### config.mk
export PLATFORM = sky130hd
export DESIGN_NAME = mab_top
export DESIGN_NICKNAME = d
export VERILOG_FILES = /design/src/mab_arb_pkg.sv /design/src/mab_bus_pkg.sv /design/src/mab_top.sv /design/src/mab_bus_arbiter.sv /design/src/mab_membuf.sv /design/src/mab_ram_queue.sv
export VERILOG_INCLUDE_DIRS = /design/src
export SDC_FILE = /design/constraint.sdc
export NUM_CORES = 1
export LEC_CHECK = 0
export BUFFER_PORTS_ARGS = -buffer_cell sky130_fd_sc_hd__buf_2
export CAP_MARGIN = 40
export CORE_UTILIZATION = 50
export CTS_CLUSTER_DIAMETER = 40
export DETAILED_ROUTE_END_ITERATION = 10
export PLACE_DENSITY = 0.77
export RECOVER_POWER = 50
export SKIP_LAST_GASP = 1
export SYNTH_ARGS = -nofsm -noshare
export SYNTH_HDL_FRONTEND = slang
export SYNTH_SLANG_ARGS = --single-unit
### constraint.sdc
create_clock -name clk_i -period 6.4 [get_ports clk_i]
set_clock_uncertainty 0.2 [all_clocks]
set_input_delay 0.96 -clock clk_i [delete_from_list [all_inputs] [get_ports clk_i]]
set_output_delay 0.96 -clock clk_i [all_outputs]
set_load 0.005 [all_outputs]
### src/mab_cfg.svh
// Memory access buffer configuration
`ifndef MAB_CFG_SVH
`define MAB_CFG_SVH

////////////////////
// Queue sizing
////////////////////

// Entries per buffer queue, not counting the held head
`define MAB_DEPTH 4

////////////////////
// Bus widths
////////////////////

// Address bits on CPU and memory side
`define MAB_AW 16
// Data word bits
`define MAB_DW 32

`endif
### src/mab_arb_pkg.sv
// Arbitration types

package mab_arb_pkg;

  ////////////////////
  // Port identity
  ////////////////////

  // Tag carried with each memory request and response
  typedef logic [0:0] port_id_t;

  // Instruction fetch port
  localparam port_id_t PORT_INSN = 1'b0;
  // Data load/store port
  localparam port_id_t PORT_DATA = 1'b1;

  ////////////////////
  // Priority state
  ////////////////////

  // Port that wins the next tie
  typedef enum logic {
    PRIO_INSN = 1'b0,
    PRIO_DATA = 1'b1
  } arb_state_e;

endpackage

### src/mab_bus_pkg.sv
// CPU and memory channel payloads
`include "mab_cfg.svh"

package mab_bus_pkg;

  ////////////////////
  // Basic vectors
  ////////////////////

  // Address on both channels
  typedef logic [`MAB_AW-1:0] addr_t;

  // One data word
  typedef logic [`MAB_DW-1:0] data_t;

  ////////////////////
  // CPU side
  ////////////////////

  // Request as issued by a CPU port, 49 bits with default widths
  typedef struct packed {
    addr_t addr;
    data_t wdata;
    logic  we;     // High for a store
  } cpu_req_t;

  ////////////////////
  // Memory side
  ////////////////////

  // Request on the shared memory channel
  typedef struct packed {
    cpu_req_t               req;
    mab_arb_pkg::port_id_t  port;   // Issuing port
  } mem_req_t;

  // Response from memory, tag copied from the request
  typedef struct packed {
    data_t                  rdata;
    mab_arb_pkg::port_id_t  port;
  } mem_rsp_t;

endpackage

### src/mab_top.sv
// Memory access front end
`timescale 1ns/100ps

module mab_top (
  input  logic                  clk_i,
  input  logic                  rst_ni,
  input  logic                  clr_i,
  input  logic                  ena_i,
  // Instruction port
  input  logic                  insn_req_valid_i,
  input  mab_bus_pkg::cpu_req_t insn_req_i,
  output logic                  insn_req_ready_o,
  output logic                  insn_rsp_valid_o,
  // Data port
  input  logic                  data_req_valid_i,
  input  mab_bus_pkg::cpu_req_t data_req_i,
  output logic                  data_req_ready_o,
  output logic                  data_rsp_valid_o,
  // Read data for both ports
  output mab_bus_pkg::data_t    rsp_data_o,
  // Memory channel
  output logic                  mem_req_o,
  output mab_bus_pkg::mem_req_t mem_req_data_o,
  input  logic                  mem_ack_i,
  input  logic                  mem_rsp_valid_i,
  input  mab_bus_pkg::mem_rsp_t mem_rsp_i
);
  import mab_bus_pkg::*;

  // Buffer to arbiter
  logic     insn_pend;
  cpu_req_t insn_head;
  logic     insn_ack;
  logic     data_pend;
  cpu_req_t data_head;
  logic     data_ack;

  ////////////////////
  // Port buffers
  ////////////////////

  // Instruction fetches
  mab_membuf u_insn_buf (
    .clk_i       (clk_i),
    .rst_ni      (rst_ni),
    .clr_i       (clr_i),
    .ena_i       (ena_i),
    .req_valid_i (insn_req_valid_i),
    .req_i       (insn_req_i),
    .req_ready_o (insn_req_ready_o),
    .pend_o      (insn_pend),
    .head_o      (insn_head),
    .ack_i       (insn_ack)
  );

  // Loads and stores
  mab_membuf u_data_buf (
    .clk_i       (clk_i),
    .rst_ni      (rst_ni),
    .clr_i       (clr_i),
    .ena_i       (ena_i),
    .req_valid_i (data_req_valid_i),
    .req_i       (data_req_i),
    .req_ready_o (data_req_ready_o),
    .pend_o      (data_pend),
    .head_o      (data_head),
    .ack_i       (data_ack)
  );

  ////////////////////
  // Arbiter
  ////////////////////

  mab_bus_arbiter u_arbiter (
    .clk_i            (clk_i),
    .rst_ni           (rst_ni),
    .ena_i            (ena_i),
    .insn_pend_i      (insn_pend),
    .insn_head_i      (insn_head),
    .data_pend_i      (data_pend),
    .data_head_i      (data_head),
    .insn_ack_o       (insn_ack),
    .data_ack_o       (data_ack),
    .mem_req_o        (mem_req_o),
    .mem_req_data_o   (mem_req_data_o),
    .mem_ack_i        (mem_ack_i),
    .mem_rsp_valid_i  (mem_rsp_valid_i),
    .mem_rsp_i        (mem_rsp_i),
    .insn_rsp_valid_o (insn_rsp_valid_o),
    .data_rsp_valid_o (data_rsp_valid_o),
    .rsp_data_o       (rsp_data_o)
  );

endmodule

### src/mab_bus_arbiter.sv
// Two-port memory bus arbiter
`timescale 1ns/100ps

module mab_bus_arbiter (
  input  logic                  clk_i,
  input  logic                  rst_ni,
  input  logic                  ena_i,
  // Buffer heads
  input  logic                  insn_pend_i,
  input  mab_bus_pkg::cpu_req_t insn_head_i,
  input  logic                  data_pend_i,
  input  mab_bus_pkg::cpu_req_t data_head_i,
  output logic                  insn_ack_o,
  output logic                  data_ack_o,
  // Memory request channel
  output logic                  mem_req_o,
  output mab_bus_pkg::mem_req_t mem_req_data_o,
  input  logic                  mem_ack_i,
  // Memory response channel
  input  logic                  mem_rsp_valid_i,
  input  mab_bus_pkg::mem_rsp_t mem_rsp_i,
  output logic                  insn_rsp_valid_o,
  output logic                  data_rsp_valid_o,
  output mab_bus_pkg::data_t    rsp_data_o
);
  import mab_arb_pkg::*;

  // Tie-break state
  arb_state_e state_q;
  arb_state_e state_d;

  // Winner of this cycle
  port_id_t sel;

  // Request shown last cycle and not taken
  logic     lock_q;
  port_id_t lock_port_q;
  logic     lock_vld;

  logic xfer;

  ////////////////////
  // Selection
  ////////////////////

  // Lock only counts while that head is still there, a flush may withdraw it
  assign lock_vld = lock_q & ((lock_port_q == PORT_DATA) ? data_pend_i : insn_pend_i);

  always_comb begin
    if (lock_vld) begin
      // Keep request stable until acked
      sel = lock_port_q;
    end else if (insn_pend_i & data_pend_i) begin
      sel = (state_q == PRIO_DATA) ? PORT_DATA : PORT_INSN;
    end else if (data_pend_i) begin
      sel = PORT_DATA;
    end else begin
      sel = PORT_INSN;
    end
  end

  // Winner's head plus its tag
  assign mem_req_o           = ena_i & (insn_pend_i | data_pend_i);
  assign mem_req_data_o.req  = (sel == PORT_DATA) ? data_head_i : insn_head_i;
  assign mem_req_data_o.port = sel;

  // Memory ack steered to the winner
  assign xfer       = mem_req_o & mem_ack_i;
  assign insn_ack_o = xfer & (sel == PORT_INSN);
  assign data_ack_o = xfer & (sel == PORT_DATA);

  ////////////////////
  // Priority FSM
  ////////////////////

  // Hand priority to the loser after each transfer
  always_comb begin
    state_d = state_q;
    if (xfer) begin
      state_d = (sel == PORT_INSN) ? PRIO_DATA : PRIO_INSN;
    end
  end

  always_ff @(posedge clk_i or negedge rst_ni) begin
    if (!rst_ni) begin
      state_q     <= PRIO_INSN;
      lock_q      <= 1'b0;
      lock_port_q <= PORT_INSN;
    end else if (ena_i) begin
      state_q     <= state_d;
      lock_q      <= mem_req_o & ~mem_ack_i;
      lock_port_q <= sel;
    end
  end

  ////////////////////
  // Response routing
  ////////////////////

  // Tag decode, data bus shared by both ports
  assign insn_rsp_valid_o = mem_rsp_valid_i & (mem_rsp_i.port == PORT_INSN);
  assign data_rsp_valid_o = mem_rsp_valid_i & (mem_rsp_i.port == PORT_DATA);
  assign rsp_data_o       = mem_rsp_i.rdata;

endmodule

### src/mab_membuf.sv
// Memory access buffer for one port
`timescale 1ns/100ps
`include "mab_cfg.svh"

module mab_membuf (
  input  logic                  clk_i,
  input  logic                  rst_ni,
  input  logic                  clr_i,
  input  logic                  ena_i,
  // CPU request
  input  logic                  req_valid_i,
  input  mab_bus_pkg::cpu_req_t req_i,
  output logic                  req_ready_o,
  // Towards the arbiter
  output logic                  pend_o,
  output mab_bus_pkg::cpu_req_t head_o,
  input  logic                  ack_i
);
  import mab_bus_pkg::*;

  // Up to DEPTH queued plus one held head
  localparam int CNT_W = $clog2(`MAB_DEPTH + 2);

  // Accepted but not yet acknowledged
  logic [CNT_W-1:0] pend_cnt_q;
  logic             busy;

  // Held head, payload only
  cpu_req_t hold_q;
  logic     hold_ld;

  // Queue hookup
  cpu_req_t queue_rdata;
  logic     queue_we;
  logic     queue_re;
  logic     queue_empty;
  logic     queue_full;

  logic accept;

  ////////////////////
  // Queue
  ////////////////////

  mab_ram_queue u_queue (
    .clk_i   (clk_i),
    .rst_ni  (rst_ni),
    .clr_i   (clr_i),
    .ena_i   (ena_i),
    .we_i    (queue_we),
    .wdata_i (req_i),
    .re_i    (queue_re),
    .rdata_o (queue_rdata),
    .empty_o (queue_empty),
    .full_o  (queue_full)
  );

  ////////////////////
  // Handshake
  ////////////////////

  // No accept during flush or while frozen
  assign req_ready_o = ena_i & ~clr_i & ~queue_full;
  assign accept      = req_valid_i & req_ready_o;

  // Something is held as long as the count is nonzero
  assign busy   = |pend_cnt_q;
  // Incoming request counts as pending for fall-through
  assign pend_o = ena_i & ~clr_i & (busy | accept);
  assign head_o = busy ? hold_q : req_i;

  // Queue only behind a held head, unless that head leaves with an empty queue
  assign queue_we = accept & busy & ~(ack_i & queue_empty);
  assign queue_re = ack_i & ~queue_empty;

  // Idle: load when not passed straight through. Busy: refill on ack
  assign hold_ld = busy ? ack_i : (accept & ~ack_i);

  always_ff @(posedge clk_i) begin
    if (hold_ld) hold_q <= queue_empty ? req_i : queue_rdata;
  end

  ////////////////////
  // Pending count
  ////////////////////

  always_ff @(posedge clk_i or negedge rst_ni) begin
    if (!rst_ni) begin
      pend_cnt_q <= '0;
    end else if (clr_i) begin
      pend_cnt_q <= '0;
    end else if (ena_i) begin
      case ({accept, ack_i})
        2'b10:   pend_cnt_q <= pend_cnt_q + 1'b1;
        2'b01:   pend_cnt_q <= pend_cnt_q - 1'b1;
        default: ;
      endcase
    end
  end

endmodule

### src/mab_ram_queue.sv
// Request queue
`timescale 1ns/100ps
`include "mab_cfg.svh"

module mab_ram_queue (
  input  logic                  clk_i,
  input  logic                  rst_ni,
  input  logic                  clr_i,
  input  logic                  ena_i,
  input  logic                  we_i,
  input  mab_bus_pkg::cpu_req_t wdata_i,
  input  logic                  re_i,
  output mab_bus_pkg::cpu_req_t rdata_o,
  output logic                  empty_o,
  output logic                  full_o
);
  import mab_bus_pkg::*;

  localparam int DEPTH = `MAB_DEPTH;
  localparam int PTR_W = (DEPTH > 1) ? $clog2(DEPTH) : 1;
  localparam int CNT_W = $clog2(DEPTH + 1);

  // Entry storage
  cpu_req_t mem_q [DEPTH];

  // Pointers and fill level
  logic [PTR_W-1:0] wp_q;
  logic [PTR_W-1:0] rp_q;
  logic [CNT_W-1:0] cnt_q;

  // Qualified strobes
  logic do_wr;
  logic do_rd;

  // Wrap at DEPTH, also for depths that are not a power of two
  function automatic logic [PTR_W-1:0] ptr_inc(input logic [PTR_W-1:0] ptr);
    return (ptr == PTR_W'(DEPTH - 1)) ? '0 : ptr + 1'b1;
  endfunction

  ////////////////////
  // Strobes
  ////////////////////

  // Frozen while disabled
  assign do_wr = ena_i & we_i & ~full_o;
  assign do_rd = ena_i & re_i & ~empty_o;

  ////////////////////
  // Pointers
  ////////////////////

  always_ff @(posedge clk_i or negedge rst_ni) begin
    if (!rst_ni) begin
      wp_q  <= '0;
      rp_q  <= '0;
      cnt_q <= '0;
    end else if (clr_i) begin
      // Drop everything queued
      wp_q  <= '0;
      rp_q  <= '0;
      cnt_q <= '0;
    end else begin
      if (do_wr) wp_q <= ptr_inc(wp_q);
      if (do_rd) rp_q <= ptr_inc(rp_q);
      case ({do_wr, do_rd})
        2'b10:   cnt_q <= cnt_q + 1'b1;
        2'b01:   cnt_q <= cnt_q - 1'b1;
        default: ;  // Both or none, level unchanged
      endcase
    end
  end

  ////////////////////
  // Storage
  ////////////////////

  always_ff @(posedge clk_i) begin
    if (do_wr) mem_q[wp_q] <= wdata_i;
  end

  // Oldest entry always visible
  assign rdata_o = mem_q[rp_q];
  assign empty_o = (cnt_q == '0);
  assign full_o  = (cnt_q == CNT_W'(DEPTH));

endmodule

==> results of run 1 <==
==> power breakdown <==
part	leakage [nW]	total, W	switching (W)	internal, W
Clock	0.835	0.00307	0.00132	0.00175
Sequential	4.73	0.00402	0.0000787	0.00394
Combinational	2.84	0.00228	0.00156	0.000714
==> stage by stage <==
stage	total power, W	hold slack, ns	std cells	setup slack, ns	area, um2
after global routing	0.00970	0.334	2182	1.29	24600
after detailed placement	0.00635	0.292	2082	1.95	23100
after global placement	0.00630	0.285	2078	1.98	23000
after floorplan	0.00540	0.262	1426	0.139	21700
final	0.00937	0.310	2187	1.42	24700
after CTS	0.00940	0.207	2181	1.65	24800
==> cell usage in the layout (no fill, tap or decap), drive strengths merged, types with 4 or more instances in the layout <==
| master | n |
|---|---|
| and2 | 52 |
| nor2b | 7 |
| clkbuf | 162 |
| nand2 | 408 |
| mux4 | 98 |
| o211ai | 4 |
| nand3 | 8 |
| and3 | 8 |
| o2111ai | 4 |
| o21ai | 7 |
| dfrtp | 23 |
| diode | 6 |
| or3 | 5 |
| nand3b | 4 |
| mux2 | 5 |
| inv | 18 |
| a211oi | 49 |
| a21oi | 8 |
| clkinvlp | 8 |
| buf | 86 |
| nor2 | 9 |
| bufinv | 4 |
| mux2i | 10 |
| nor3 | 8 |
| edfxtp | 490 |
| fa | 4 |
| a31oi | 50 |
| ha | 9 |
| clkinv | 18 |
==> flip-flops by register name, summed over array words and instances (netlist names) <==
name,cells
u_data_buf.u_queue.mem_q,196
u_insn_buf.u_queue.mem_q,196
u_data_buf.hold_q,49
u_insn_buf.hold_q,49
u_data_buf.pend_cnt_q,3
u_data_buf.u_queue.cnt_q,3
u_insn_buf.pend_cnt_q,3
u_insn_buf.u_queue.cnt_q,3
u_data_buf.u_queue.rp_q,2
u_data_buf.u_queue.wp_q,2
u_insn_buf.u_queue.rp_q,2
u_insn_buf.u_queue.wp_q,2
u_arbiter.lock_port_q,1
u_arbiter.lock_q,1
u_arbiter.state_q,1
==> per-layer routing <==
layer / routed length (um) / GRT usage / part of all wire / up-vias
met1: 21100 / 0.334 / 0.39 / 6580
met4: 1710 / 0.0850 / 0.032 / 8
met5: 56 / 0 / 0.0010 / -
met3: 5430 / 0.0630 / 0.10 / 119
li1: - / - / - / 5608
met2: 25300 / 0.381 / 0.47 / 699
==> cell type report <==
class	count	area, um2	share of cell area
Timing Repair Buffer	187	946	0.0384
Clock buffer	61	1400	0.0567
Inverter	10	37.5	0.00152
Tap cell	585	732	0.0297
Antenna cell	6	15.0	0.000609
Multi-Input combinational cell	787	5880	0.238
Sequential cell	513	15300	0.621
Clock inverter	38	349	0.0142
==> worst min-delay path: cells and delay by family (launching register included) <==
kind / cells / cell delay [ns]
flip-flops: 1 / 0.36
AND/OR/NAND/NOR: 2 / 0.12
==> kinds of logic (layout without fill, tap and decap cells) <==
group | count (synthesis) | in the layout
compound gates | 142 | 142
xor+xnor | 2 | 2
fa+ha+maj | 13 | 13
buf+inv | 126 | 296
flops | 513 | 513
mux | 113 | 113
other cells | 0 | 6
simple gates | 517 | 517
==> final timing paths <==
path                                                 startpoint  cells past startpoint                                 endpoint  slack [ns]
hold / removal                    u_arbiter.state_q$_DFFE_PN0P_                      2            u_arbiter.state_q$_DFFE_PN0P_        0.31
hold reg to reg                   u_arbiter.state_q$_DFFE_PN0P_                      2            u_arbiter.state_q$_DFFE_PN0P_        0.31
setup reg to reg           u_insn_buf.pend_cnt_q[0]$_DFFE_PN0P_                      6  u_data_buf.u_queue.cnt_q[1]$_DFFE_PN0P_        2.20
min in group asynchronous                                rst_ni                      1   u_data_buf.u_queue.wp_q[1]$_DFFE_PN0P_        0.56
setup / recovery           u_insn_buf.pend_cnt_q[0]$_DFFE_PN0P_                      8                       mem_req_data_o[22]        1.42
max in group asynchronous                                rst_ni                      1   u_insn_buf.u_queue.rp_q[0]$_DFFE_PN0P_        4.34
==> flow_metrics.tcl, run 1 <==
set metrics [dict create \
    status "complete, but fails checks" \
    violations "max-capacitance violations, max-slew violations" \
    synth_edf_count 490 \
    syn_area_um2 21700 \
    worst_ir_drop_vdd_mv 0.311 \
    final_util 0.574 \
    cts_buffer_depth 3 \
    yosysMostFrequentCell "edfxtp_1" \
    antenna_found_initial 10 \
    syn_nets 1578 \
    cts_tree "done" \
    portBuffers 161 \
    powerDensity_nw_per_um2 380 \
    die_y_um 211 \
    cts-buffers-inserted 53 \
    synth.area.top_cells "edfxtp_1 (68%), mux4_2 (10%), nand2_1 (7.0%), dfrtp_1 (2.6%), a211oi_1 (1.7%)" \
    synthCells 1426 \
    timing.final.crit_share 0.778 \
    yosys.area_share.simple 0.102 \
    worstHoldPathType "register to register" \
    tns_ns 0 \
    rsz0062_at_grt "no" \
    rows 76 \
    tightestPinTransition_ns 3.55 \
    cp_slowest_stage_delay_ns 0.64 \
    path_clk_slew_ns 0.06 \
    setup-violations-final 0 \
    synth_common_cells "edfxtp_1 (490), nand2_1 (408), mux4_2 (98)" \
    start_kind "register" \
    cts.root.buffer_cell "clkbuf_16" \
    grt-ovfl-total 0 \
    gp_congestion 0.818 \
    synth-seq-area-share 0.703 \
    hold_viol_final 0 \
    die_w_um 211 \
    first_global_vias 13000 \
    coreArea_um2 43000 \
    detail_route.iter0.violations 1454 \
    synth_top_family_by_area "multiplexers" \
    start_util 0.506 \
    cts_setup_buffers 0 \
    async_flop_share 0.0448 \
    end_kind "output port" \
    slew_violations 135 \
    synthXorXnorAreaFrac 0.000806 \
    synth_seq_cells 513 \
    grt_max_degree 101 \
    vias 13000 \
    crit_type "register to output port" \
    slew-limit-headroom -1.36 \
    timing.fmax_ghz 0.201 \
    post-synth-top-area-fraction 0.677 \
    cts_resized 0 \
    area_growth_pct 13.4 \
    wire_per_inst_um 24.5 \
    clkLatencyLatePin_ns 0.59 \
    leakagePower_nw 8.41 \
    path_max_fanout 100 \
    route.detailed.drc 0 \
    dieArea_um2 44300 \
    postCtsHoldBufs 0 \
    clock-sinks 513 \
    drive_above_1_share 0.188 \
    ant_nets 0 \
    yosysWarnings 0 \
    synth_compound_area_frac 0.0486 \
    htree_levels 2 \
    timing.critical_path.buf_inv 3 \
    viasPerCell 5.95 \
    dp_hpwl_um 31300 \
    muxShareOfSynthArea 0.109 \
    syn_avg_cell_area_um2 15.2 \
    drt-pass1-iter-count 5 \
    maxCapViolations 4 \
    critPathRequiredTime_ns 5.24 \
    synth_cell_types 54 \
    synthAdderAreaFrac 0.00886 \
    path_cells "nor3_4, buf_4, o22ai_1, a21oi_4, buf_12, a211oi_1, a31oi_1, buf_2" \
    min_period_ns 4.98 \
    io_pins 226 \
    grt_pass1_wl_um 80000 \
    fin_nets 1704 \
    path_delay_family "compound AO/OA/AOI/OAI gates" \
    final.fill_count 3358 \
    cp_slowest_cell "buf_4" \
    ys.flop_type "edfxtp_1" \
    routed_wl_um 53600 \
    crit_arrival_ns 3.82 \
    gr-usage-all-layers 0.244 \
    yosysTopAreaCell "edfxtp_1" \
]
(Power assumes the default switching activity.)
==> run 2, diff against run 1 <==
PLACE_DENSITY = 0.8   (was 0.77)
clock period = 4.2 ns   (was 6.4 ns; I/O delays follow)
==> flow_metrics.tcl, run 2 (synthesis gave the netlist of run 1 again) <==
set metrics [dict create \
    cts-buffers-inserted 57 \
    hold_viol_final 0 \
    cts.root.buffer_cell "clkbuf_16" \
    die_y_um 211 \
    grt_pass1_wl_um 80700 \
    start_util 0.506 \
    detail_route.iter0.violations 1734 \
    route.detailed.drc 0 \
    stdcell_area_um2 25100 \
    rows 76 \
    coreArea_um2 43000 \
    final.fill_count 3221 \
    io_pins 226 \
    stdcell_count 2208 \
    crit_type "register to output port" \
    wire_per_inst_um 24.0 \
    violations "max-capacitance violations, max-slew violations, negative setup slack" \
    area_growth_pct 15.4 \
    fin_hold_ws_ns 0.164 \
    drive_above_1_share 0.198 \
    gr-usage-all-layers 0.242 \
    grt-ovfl-total 0 \
    htree_levels 2 \
    maxCapViolations 2 \
    antenna_found_initial 4 \
    top_regs "u_data_buf.u_queue.mem_q (196), u_insn_buf.u_queue.mem_q (196)" \
    end_kind "output port" \
    first_global_vias 13000 \
    cts_setup_buffers 0 \
    clkLatencyLatePin_ns 0.60 \
    critPathRequiredTime_ns 3.37 \
    start_kind "register" \
    tightestPinTransition_ns 2.67 \
    die_w_um 211 \
    path_max_fanout 100 \
    drt-pass1-iter-count 6 \
    dpl.cell_count 2102 \
    min_period_ns 4.25 \
    timing.fmax_ghz 0.235 \
    layout_common_cells "edfxtp_1 (490), nand2_1 (408), clkbuf_1 (106)" \
    status "complete, but fails checks" \
    final_common_cell "edfxtp_1" \
    slew-limit-headroom -0.783 \
    crit_arrival_ns 3.42 \
    leakagePower_nw 8.64 \
    rsz0062_at_grt "yes" \
    routed_wl_um 53000 \
    cts_tree "done" \
    dieArea_um2 44300 \
    path_clk_slew_ns 0.06 \
    viasPerCell 5.93 \
    timing.final.crit_share 1.01 \
    tns_ns -0.0635 \
    cts_buffer_depth 3 \
    worstHoldPathType "primary input to register" \
    ant_nets 0 \
    powerDensity_nw_per_um2 577 \
    vias 13100 \
    setup_slack_ns -0.0481 \
    dp_hpwl_um 33400 \
    portBuffers 161 \
    slew_violations 79 \
    fin_nets 1729 \
    post-place-ws_ns 0.458 \
    worst_ir_drop_vdd_mv 0.380 \
    gp_congestion 0.884 \
    placed_cell_area_um2 23300 \
    clock-sinks 513 \
    setup-violations-final 2 \
    grt_max_degree 101 \
]
==> run 2: worst paths after layout <==
path / cells after the start / slack (ns) / startpoint / end
worst min register to register: 1 / 0.33 / u_arbiter.lock_port_q$_DFFE_PN0P_ / u_arbiter.lock_port_q$_DFFE_PN0P_
worst max-delay path: 7 / -0.05 / u_data_buf.pend_cnt_q[0]$_DFFE_PN0P_ / mem_req_data_o[25]
worst max register to register: 4 / 0.32 / u_insn_buf.u_queue.cnt_q[1]$_DFFE_PN0P_ / u_insn_buf.u_queue.rp_q[1]$_DFFE_PN0P_
max in group asynchronous: 2 / 2.00 / rst_ni / u_insn_buf.u_queue.rp_q[0]$_DFFE_PN0P_
worst min-delay path: 1 / 0.16 / data_req_i[45] / u_data_buf.u_queue.mem_q[0][45]$_DFFE_PP_
min in group asynchronous: 2 / 0.80 / rst_ni / u_data_buf.u_queue.wp_q[0]$_DFFE_PN0P_
==> run 2: power breakdown <==
group	switching [W]	leakage, nW	internal [W]
registers	0.000138	4.73	0.00601
logic	0.00232	3.00	0.00113
clock network	0.00204	0.901	0.00285
==> run 2: per-layer routing <==
layer,part of all wire,up-vias,global-route usage
li1,-,5662,-
met1,0.41,6605,0.354
met2,0.47,723,0.373
met3,0.096,93,0.0472
met4,0.025,0,0.0710
met5,0,-,0
==> run 2: critical path, stage by stage (launching register included) <==
cell	delay [ns]
dfrtp_1	0.47
or3_2	0.51
a2bb2oi_2	0.36
a21oi_4	0.07
buf_12	0.22
a211oi_1	0.70
a31oi_1	0.15
buf_2	0.18
==> run 2: cell type report <==
type                            count  area, um2  area share
Antenna cell                        4       10.0    0.000399
Inverter                           10       37.5     0.00150
Clock inverter                     38        383      0.0153
Clock buffer                       63       1470      0.0586
Sequential cell                   513      15300       0.610
Tap cell                          585        732      0.0292
Timing Repair Buffer              208       1230      0.0492
Multi-Input combinational cell    787       5920       0.236
==> run 2: what timing repair did <==
action,4_1_cts,5_1_grt
gates resized for setup,0,4
endpoints found under the hold margin,23,0
endpoints found under the setup margin,0,7
hold buffers,1,0
==> run 2: metrics by stage <==
| stage | total power [W] | utilization |
|---|---|---|
| floorplan | 0.00822 | - |
| global placement | 0.00955 | 0.541 |
| detailed placement | 0.00961 | 0.543 |
| CTS | 0.0145 | 0.586 |
| global route | 0.0150 | 0.583 |
| finish | 0.0145 | 0.584 |
